[config.mk]
export PLATFORM = sky130hd
export DESIGN_NAME = proc_idb_drain
export DESIGN_NICKNAME = d
export VERILOG_FILES = /design/src/source/proc_pkg.sv /design/src/source/proc_idb_drain.sv
export SDC_FILE = /design/constraint.sdc
export NUM_CORES = 1
export LEC_CHECK = 0
export BUFFER_PORTS_ARGS = -buffer_cell sky130_fd_sc_hd__buf_4
export CAP_MARGIN = 20
export CORE_MARGIN = 3
export CORE_UTILIZATION = 40
export DETAILED_ROUTE_END_ITERATION = 10
export GPL_TIMING_DRIVEN = 0
export PLACE_DENSITY_LB_ADDON = 0.08
export SYNTH_ARGS = -nofsm -noshare
export SYNTH_HDL_FRONTEND = slang
export SYNTH_SLANG_ARGS = --single-unit
[constraint.sdc]
create_clock -name sysclk -period 1.8 [get_ports sysclk]
set_input_delay 0.27 -clock sysclk [delete_from_list [all_inputs] [get_ports sysclk]]
set_output_delay 0.27 -clock sysclk [all_outputs]
set_load 0.02 [all_outputs]
[src/source/proc_pkg.sv]
// Shared widths, register-file operation codes and microword/command structs for the RF path
`default_nettype none

package proc_pkg;

  // Internal data bus
  localparam int IDB_W = 16;  // IDB width, 8 and 32 also work

  // Register-file address fields, same split as the RF/LBA/LAA lines
  localparam int RF_BANK_W = 2;  // Bank select
  localparam int RF_LBA_W  = 4;  // B-address
  localparam int RF_LAA_W  = 4;  // A-address
  localparam int RF_AW     = RF_BANK_W + RF_LBA_W + RF_LAA_W;  // 10 bit word address
  localparam int RF_DEPTH  = 1 << RF_AW;  // 1024 words per lane

  // Register-file operation carried by the microword
  typedef enum logic [1:0] {
    op_nop   = 2'b00,  // Nothing, dropped at the decoder
    op_write = 2'b01,  // Write IDB data
    op_read  = 2'b10,  // Read onto IDB
    op_xchg  = 2'b11   // Return old word, write new one
  } rf_op_e;

  // Decoded microword as it arrives from the control store side
  typedef struct packed {
    rf_op_e               op;   // RF operation
    logic [RF_BANK_W-1:0] rf;   // Bank
    logic [RF_LBA_W-1:0]  lba;  // B-address
    logic [RF_LAA_W-1:0]  laa;  // A-address
    logic [IDB_W-1:0]     idb;  // Write data from IDB
  } microword_t;

  // Stage 1 command towards the RAM lanes
  typedef struct packed {
    rf_op_e           op;     // RF operation
    logic [RF_AW-1:0] addr;   // Full word address
    logic [IDB_W-1:0] wdata;  // Write data, all lanes
  } rf_cmd_t;

  // Word address as the sheet wires it: bank on top, then B, then A
  function automatic logic [RF_AW-1:0] rf_addr(microword_t w);
    rf_addr = {w.rf, w.lba, w.laa};
  endfunction

  // Ops that modify the RAM word
  function automatic logic op_writes(rf_op_e op);
    op_writes = (op == op_write) || (op == op_xchg);
  endfunction

  // Ops that put a word back on the IDB
  function automatic logic op_returns(rf_op_e op);
    op_returns = (op == op_read) || (op == op_xchg);
  endfunction

endpackage

`default_nettype wire
[src/source/proc_idb_drain.sv]
// IDB drain, stage 3; gathers lane read data into the result register and makes the advance
`default_nettype none
`timescale 1ns/1ns

module proc_idb_drain #(
  parameter int LANE_W = 8  // Lane width, must divide the IDB width
) (
  input  wire                         sysclk,      // System clock
  input  wire                         rst_n,       // Sync reset, active low

  input  wire  [proc_pkg::IDB_W-1:0]  lane_rdata,  // All lanes, lane 0 in the low bits
  input  wire                         slot_valid,  // Stage 2 slot occupied
  input  proc_pkg::rf_op_e            slot_op,     // Stage 2 op

  output logic [proc_pkg::IDB_W-1:0]  res_data,    // Result word on the IDB
  output logic                        res_valid,   // Result present
  input  wire                         res_ready,   // Sink takes it

  output logic                        advance      // Whole pipe moves this edge
);

  import proc_pkg::*;

  localparam int LANES = IDB_W / LANE_W;  // Lane count seen by the drain

  // Lanes must tile the bus exactly
  if (LANES * LANE_W != IDB_W) begin : g_lane_check
    $error("Lane width does not divide the IDB width");
  end

  logic             load;     // Slot carries a word for the IDB
  logic [IDB_W-1:0] data_q;   // Output register
  logic             valid_q;  // Output valid

  // Output register empty or draining, so everything behind may move
  assign advance = ~valid_q | res_ready;

  // Writes pass through stage 3 without a result
  assign load = advance & slot_valid & op_returns(slot_op);

  // Valid refills or clears on every advance, holds on back-pressure
  always_ff @(posedge sysclk) begin
    if (!rst_n) begin
      valid_q <= 1'b0;
    end else if (advance) begin
      valid_q <= load;
    end
  end

  // Lane slices land in place, per lane so the split stays visible
  for (genvar i = 0; i < LANES; i++) begin : g_slice
    always_ff @(posedge sysclk) begin
      if (load) begin
        data_q[i*LANE_W +: LANE_W] <= lane_rdata[i*LANE_W +: LANE_W];
      end
    end
  end

  assign res_data  = data_q;
  assign res_valid = valid_q;

endmodule

`default_nettype wire

==> results.yml <==
synthesis:
  syn_area_sq_um: 546
  synth_edf_count: 16
  synth-warning-count: 0
  async_reset_ff_share_pct: 0
  synth_cells: 21
  synth_nets: 43
  netlist.area_leader.share_pct: 88.1
  yosysMostFrequentCell: "edfxtp_1"
  synthDistinctLibCells: 6
  yosysSeqAreaShare_pct: 91.7
  avgSynthCellArea_sq_um: 26.0
  synthTopCellsByArea: "edfxtp_1 (88%), dfxtp_1 (3.7%), nand2b_4 (2.5%), nor2b_4 (2.5%), a21boi_2 (2.1%)"
  synthFlopType: "edfxtp_1"
  synth_area_leader_cell: "edfxtp_1"
  synth_seq_cells: 17
sta:
  slew_headroom_pct: 70.8
  clock.fmax_mhz: 849
  tightest_slew_ns: 0.437
  finalSetupTns_ns: 0
  skew_ns: 0.00230
  setup_viol: 0
  rsz0062_at_grt: "false"
  timing.final.crit_share_pct: 65.5
  slew_violations: 0
  period_needed_ns: 1.18
  hold_viol: 0
route:
  first_pass_iters: 1
  post-route-drc-count: 0
  wl_um: 1050
  antenna_left: 0
  wl_per_cell_um: 13.6
  via_count: 345
  vias_per_cell: 4.48
  drtIter0Drc: 0
floorplan:
  die_h_um: 42.9
  die_area_sq_um: 1840
  ios: 40
  initial_utilization_pct: 46.0
  die_x_um: 42.9
  rows: 12
  coreArea_sq_um: 1190
clock_tree:
  htreeDepth: 1
  cts.hold.buffers_added: 0
  cts_made_buffers: 3
  postCtsSetupBuffers: 0
  cts_tree: "done"
  clk_pin_slew_ns: 0.09
  clkLatencyLatePin_ns: 0.28
  cts_resized: 0
  clockBufferDepth: 2
  cts_sinks: 17
  ctsRootBufferMaster: "clkbuf_4"
global_route:
  grt_max_degree: 17
  globalRouteOverflowTotal: 0
  grt_antenna_before_repair: 0
  grt.total_usage_pct: 12.5
  grt_pass1_wl_um: 1610
  grt_pass1_vias: 384
setup_path:
  critical-path-top-delay-family: "simple AND/OR/NAND/NOR gates"
  end_kind: "flop"
  cp_slowest_stage_delay_ns: 0.41
  path_buf_inv: 0
  cp_max_fo: 16
  worstPathArrival_ns: 1.12
  worstSetupPathType: "reg2reg"
  startpoint_type: "flop"
  crit_path_cell_trace: "nand2b_4 > nor2b_4"
  cpMaxStageDelayCell: "nor2b_4"
  critPathRequiredTime_ns: 1.74
power:
  pwr_density_cell_nw_per_um2: 853
  p_leak_nw: 0.379
  max-vdd-ir-drop_mv: 0.497
final_layout:
  syn_to_final_growth_pct: 60.3
  drive_gt1_share_pct: 71.4
  final_cells: 77
  antenna_cells: 0
  nNetsFinal: 86
  filler_cell_count: 83
placed_design:
  place_inst: 73
  gp_congestion: 0.674
  io_buffer_count: 38
run:
  cap_violations: 0
outcome:
  status: "completed"
worst_hold_path:
  hold_class: "in2reg"
-- layout by cell type, fill, tap and decap left out --
master,instances
nor2b_4,1
nand2b_4,1
edfxtp_1,16
clkbuf_4,3
a21boi_2,1
nand2_2,1
clkbuf_1,1
buf_4,38
dfxtp_1,1
-- worst register-to-register path, cell delays in order, from the launching register on --
cell	delay (ns)
dfxtp_1	0.34
nand2b_4	0.08
nor2b_4	0.41
-- cells by family (layout without fill, tap and decap cells) --
family | count (synthesis) | after routing | synth area share [%]
DFF | 17 | 17 | 91.7
and+or+nand+nor | 3 | 3 | 6.19
AOI/OAI and AO/OA | 1 | 1 | 2.06
buffers and inverters | 0 | 42 | 0
-- state kept, by name (all words and copies together), names as in the netlist --
| signal | cells |
|---|---|
| res_data | 16 |
| res_valid | 1 |
-- power by group --
part / switching (mW) / internal (mW) / total (mW)
clock network: 0.109 / 0.0859 / 0.195
registers: 0.00495 / 0.452 / 0.457
logic: 0.0420 / 0.0513 / 0.0934
-- stage by stage --
| stage | setup slack (ns) | hold WS [ns] | util [%] | area, sq um | power [mW] |
|---|---|---|---|---|---|
| finish | 0.621 | 0.158 | 73.7 | 875 | 0.746 |
| detailed placement | 0.553 | 0.449 | 71.5 | 848 | 0.561 |
| global placement | 0.600 | 0.448 | 71.5 | 848 | 0.558 |
| global route | 0.523 | 0.140 | 73.7 | 875 | 0.782 |
| CTS | 0.613 | 0.149 | 73.7 | 875 | 0.752 |
| floorplan | 0.582 | 0.369 | - | 546 | 0.501 |
-- final cells by class --
| class | count | area, sq um | area share [%] |
|---|---|---|---|
| sequential | 17 | 500 | 57.2 |
| timing repair buffer | 38 | 285 | 32.6 |
| multi-input combinational | 4 | 45.0 | 5.15 |
| clock buffer | 4 | 26.3 | 3.00 |
| tap | 14 | 17.5 | 2.00 |
-- layer usage --
metal	track usage, %	share of wire [%]	wire, um
met5	0	0	0
met4	7.23	0.57	6
met3	5.08	13	133
met2	24.6	58	601
met1	9.64	29	303
-- final timing paths --
check / start / endpoint / slack, ns / cells past startpoint
worst max-delay path: res_valid$_SDFFE_PN0P_ / res_data[6]$_DFFE_PP_ / 0.62 / 2
worst min-delay path: lane_rdata[10] / res_data[10]$_DFFE_PP_ / 0.16 / 1
worst max register to register: res_valid$_SDFFE_PN0P_ / res_data[6]$_DFFE_PP_ / 0.62 / 2
worst min register to register: res_valid$_SDFFE_PN0P_ / res_valid$_SDFFE_PN0P_ / 0.51 / 2
Note: power is estimated with default switching activity, not from simulation.
