<file path="config.mk">
export PLATFORM = sky130hd
export DESIGN_NAME = proc_cmddec
export DESIGN_NICKNAME = d
export VERILOG_FILES = /design/src/source/proc_pkg.sv /design/src/source/proc_cmddec.sv
export SDC_FILE = /design/constraint.sdc
export NUM_CORES = 1
export LEC_CHECK = 0
export ABC_CLOCK_PERIOD_IN_PS = 4950
export BUFFER_PORTS_ARGS = -buffer_cell sky130_fd_sc_hd__buf_2
export CAP_MARGIN = 20
export CORE_MARGIN = 10
export CORE_UTILIZATION = 42
export CTS_CLUSTER_DIAMETER = 40
export DETAILED_ROUTE_END_ITERATION = 6
export GPL_TIMING_DRIVEN = 0
export PLACE_DENSITY = 0.81
export RECOVER_POWER = 100
export SLEW_MARGIN = 30
export SYNTH_ARGS = -nofsm -noshare
export SYNTH_HDL_FRONTEND = slang
export SYNTH_SLANG_ARGS = --single-unit
</file>
<file path="constraint.sdc">
create_clock -name sysclk -period 4.95 [get_ports sysclk]
set_clock_uncertainty 0.15 [all_clocks]
set_input_delay 0.495 -clock sysclk [delete_from_list [all_inputs] [get_ports sysclk]]
set_output_delay 0.495 -clock sysclk [all_outputs]
set_load 0.02 [all_outputs]
</file>
<file path="src/source/proc_pkg.sv">
// Shared widths, register-file operation codes and microword/command structs for the RF path
`default_nettype none

package proc_pkg;

  // Internal data bus
  localparam int IDB_W = 16;  // IDB width, 8 and 32 also work

  // Register-file address fields, same split as the RF/LBA/LAA lines
  localparam int RF_BANK_W = 2;  // Bank select
  localparam int RF_LBA_W  = 4;  // B-address
  localparam int RF_LAA_W  = 4;  // A-address
  localparam int RF_AW     = RF_BANK_W + RF_LBA_W + RF_LAA_W;  // 10 bit word address
  localparam int RF_DEPTH  = 1 << RF_AW;  // 1024 words per lane

  // Register-file operation carried by the microword
  typedef enum logic [1:0] {
    op_nop   = 2'b00,  // Nothing, dropped at the decoder
    op_write = 2'b01,  // Write IDB data
    op_read  = 2'b10,  // Read onto IDB
    op_xchg  = 2'b11   // Return old word, write new one
  } rf_op_e;

  // Decoded microword as it arrives from the control store side
  typedef struct packed {
    rf_op_e               op;   // RF operation
    logic [RF_BANK_W-1:0] rf;   // Bank
    logic [RF_LBA_W-1:0]  lba;  // B-address
    logic [RF_LAA_W-1:0]  laa;  // A-address
    logic [IDB_W-1:0]     idb;  // Write data from IDB
  } microword_t;

  // Stage 1 command towards the RAM lanes
  typedef struct packed {
    rf_op_e           op;     // RF operation
    logic [RF_AW-1:0] addr;   // Full word address
    logic [IDB_W-1:0] wdata;  // Write data, all lanes
  } rf_cmd_t;

  // Word address as the sheet wires it: bank on top, then B, then A
  function automatic logic [RF_AW-1:0] rf_addr(microword_t w);
    rf_addr = {w.rf, w.lba, w.laa};
  endfunction

  // Ops that modify the RAM word
  function automatic logic op_writes(rf_op_e op);
    op_writes = (op == op_write) || (op == op_xchg);
  endfunction

  // Ops that put a word back on the IDB
  function automatic logic op_returns(rf_op_e op);
    op_returns = (op == op_read) || (op == op_xchg);
  endfunction

endpackage

`default_nettype wire
</file>
<file path="src/source/proc_cmddec.sv">
// Microcommand decoder, stage 1 of the RF path; accepts microwords and registers RF commands
`default_nettype none
`timescale 1ns/1ns

module proc_cmddec (
  input  wire                  sysclk,     // System clock
  input  wire                  rst_n,      // Sync reset, active low

  input  proc_pkg::microword_t mw,         // Incoming microword
  input  wire                  mw_valid,   // Microword present
  output logic                 mw_ready,   // Decoder can take it

  input  wire                  advance,    // Pipeline moves this edge
  output proc_pkg::rf_cmd_t    cmd,        // Stage 1 command
  output logic                 cmd_valid   // Stage 1 slot occupied
);

  import proc_pkg::*;

  logic       rdy_q;      // Low through reset, high from first cycle after
  logic       accept;     // Handshake on this edge
  logic       keep;       // Accepted and not a no-op
  rf_cmd_t    cmd_next;   // Command built from the microword
  rf_cmd_t    cmd_q;      // Stage 1 payload
  logic       valid_q;    // Stage 1 valid

  // Ready gate, opens one cycle after rst_n goes high
  always_ff @(posedge sysclk) begin
    if (!rst_n) begin
      rdy_q <= 1'b0;
    end else begin
      rdy_q <= 1'b1;
    end
  end

  assign mw_ready = advance & rdy_q;  // Only take words when stage 1 can move
  assign accept   = mw_valid & mw_ready;
  assign keep     = accept & (mw.op != op_nop);  // No-ops leave an empty slot

  // Address from bank, B and A fields; op and data pass as is
  always_comb begin
    cmd_next.op    = mw.op;
    cmd_next.addr  = rf_addr(mw);
    cmd_next.wdata = mw.idb;
  end

  // Stage 1 valid, empties when nothing useful comes in on an advance
  always_ff @(posedge sysclk) begin
    if (!rst_n) begin
      valid_q <= 1'b0;
    end else if (advance) begin
      valid_q <= keep;
    end
  end

  // Stage 1 payload, held under back-pressure
  always_ff @(posedge sysclk) begin
    if (keep) begin
      cmd_q <= cmd_next;
    end
  end

  assign cmd       = cmd_q;
  assign cmd_valid = valid_q;

endmodule

`default_nettype wire

</file>
==> impl_metrics.csv <==
group,metric,value,unit
outcome,outcome,"complete, no violations",
yosys,seq_area_frac_synth,96.57,%
clock_tree,cts_buffers,5,
floorplanning,die_x,66.60,um
yosys,ys_warn_count,0,
yosys,synthMostInstantiatedCell,"edfxtp_1",
pwr,p_seq_share,65.6,%
pwr,p_int,0.3491,mW
yosys,syn-num-nets,66,
yosys,yosys-top-cells-count,"edfxtp_1, dfxtp_1",
yosys,yosys.cell_types.count,6,
detailed_routing,drt_wl_total,2.116,mm
setup_path,critPathBufInv,0,
placed_design,post-place-ws,3.181,ns
clock_tree,cts_max_level,2,
floorplanning,fp.coreArea,2022,um2
yosys,yosysTopAreaCell,"edfxtp_1",
detailed_routing,vias,568,
sta,hold_viol,0,
sta,setup_ws,3.105,ns
pwr,p_leak,0.4579,nW
detailed_routing,ant_nets,0,
sta,setup-tns-final,0,ns
clock_tree,cts_max_path_buffers,2,
min_path,hp-class,"input pin to flop",
pwr,irDropWorstVdd,0.2015,mV
yosys,synth_cells,34,
setup_path,crit_family,"compound AO/OA/AOI/OAI gates",
sta,fin_hold_ws,0.1575,ns
setup_path,end_kind,"flop",
global_route,globalRouteTotalUtil,9.435,%
clock_tree,worstSkewPairLatency,0.31,ns
pwr,p_clk_share,28.0,%
detailed_routing,drtPass1Iterations,4,
finish,multi_input_area,31.28,um2
yosys,post_synth_main_area_contributors,"edfxtp_1, dfxtp_1, o2111a_1",
global_route,antenna_found_initial,0,
pwr,p_switching,0.08719,mW
sta,fin_crit,1.845,ns
setup_path,r2r_setup_slack,3.10,ns
floorplanning,ios,62,
global_route,first_global_vias,616,
yosys,avgSynthCellArea,26.83,um2
setup_path,path_class,"flop to flop",
clock_tree,cts_tree,"yes",
pwr,powerDensity,347.7,nW/um2
sta,relSlewSlack,22.86,%
global_route,grt_remaining_overflow,0,
pwr,comb_power_share,6.4,%
sta,slew_viol_final,0,
setup_path,critPathMaxStageDelay,0.97,ns
pwr,power,0.4363,mW
floorplanning,placementRows,16,
finish,drive_gt1_share,32.35,%
finish,regArea,880.8,um2
yosys,yosysTopAreaCellShare,92.18,%
placed_design,gp_congestion,0.7669,
run,maxCapViolCount,0,
detailed_routing,drc,0,
finish,diodes,0,
finish,synthToLayoutAreaGrowth,37.59,%
clock_tree,post_cts_buffers,0,
floorplanning,dieArea,4436,um2
yosys,syn_area,912.1,um2
global_route,grt_max_degree,30,
setup_path,arrival,1.62,ns
yosys,synth_edf_count,28,
setup_path,path_cells,"o2111a_1",
finish,nets,134,
sta,fin_crit_sh,37.27,%
placed_design,io_buffers,61,
yosys,async_flop_share,0,%
yosys,ys_ff_latch,30,
pwr,switching_share,19.98,%
clock_tree,clock_sinks,30,
detailed_routing,drt_iter0_markers,8,
sta,rsz0062_at_grt,"no",
setup_path,start_kind,"flop",
placed_design,place_inst,122,
detailed_routing,viasPerCell,4.403,
clock_tree,path_clk_slew,0.08,ns
setup_path,critPathRequiredTime,4.73,ns
sta,worstMarginPinSlew,1.157,ns
floorplanning,chipHeight,66.60,um
detailed_routing,wire_per_inst,16.40,um
yosys,synthFlopType,"edfxtp_1",
setup_path,critPathSlowestCell,"o2111a_1",
clock_tree,ctsResizeCount,0,
floorplanning,start_util,45.11,%
clock_tree,hold_buffers,0,
clock_tree,clockRootBuffer,"clkbuf_4",
setup_path,cp_max_fo,29,
sta,setup_violations,0,
global_route,grt_pass1_wl,3.001,mm
finish,fill_cells,186,
sta,fmax,542.0,MHz
finish,final_cell_count_no_fill,129,
[routing by layer]
layer	vias up	track usage, %	part of all wire [%]
li1	270	-	-
met1	247	8.700	36
met3	4	6.689	19
met5	-	0	0
met4	0	5.497	1.9
met2	47	14.93	43
[final cells by class]
| class | count | area share (%) |
|---|---|---|
| flip-flops and latches | 30 | 70.19 |
| well taps | 27 | 2.692 |
| clock buffers | 7 | 3.589 |
| repair buffers | 61 | 21.04 |
| multi-input cells | 4 | 2.493 |
[power by group through the flow]
stage,Sequential [mW],Combinational (mW),Clock (mW)
after floorplan,0.300,0.00365,0
after global placement,0.292,0.0293,0
after detailed placement,0.292,0.0306,0
after CTS,0.286,0.0307,0.127
after global routing,0.287,0.0309,0.142
final,0.286,0.0280,0.122
[logic make-up after synthesis]
group | count (synthesis) | synth area share, %
DFF | 30 | 96.57
and+or+nand+nor | 2 | 1.373
AOI/OAI and AO/OA | 2 | 2.058
[stage by stage]
stage	utilization, %	cell area (um2)
after floorplan	-	912.1
after global placement	61.88	1251
after detailed placement	61.94	1252
after CTS	64.17	1297
after global routing	62.07	1255
final	62.07	1255
[cell usage in the layout (no fill, tap or decap)]
cell,count
and2_1,1
dfxtp_1,2
o2111a_1,1
edfxtp_1,28
buf_2,28
clkbuf_1,35
o21a_1,1
clkbuf_4,5
nor2b_1,1
[registers in the layout, summed over array words and instances, names as in the netlist]
name	count
cmd	28
cmd_valid	1
rdy_q	1
[final timing paths]
path / cells after the start / endpoint / startpoint
worst max register to register: 1 / cmd[23]$_DFFE_PP_ / rdy_q$_DFF_P_
worst max-delay path: 1 / cmd[23]$_DFFE_PP_ / rdy_q$_DFF_P_
worst min register to register: 2 / cmd_valid$_SDFFE_PN0P_ / cmd_valid$_SDFFE_PN0P_
worst min-delay path: 1 / rdy_q$_DFF_P_ / rst_n
(Power assumes the default switching activity.)
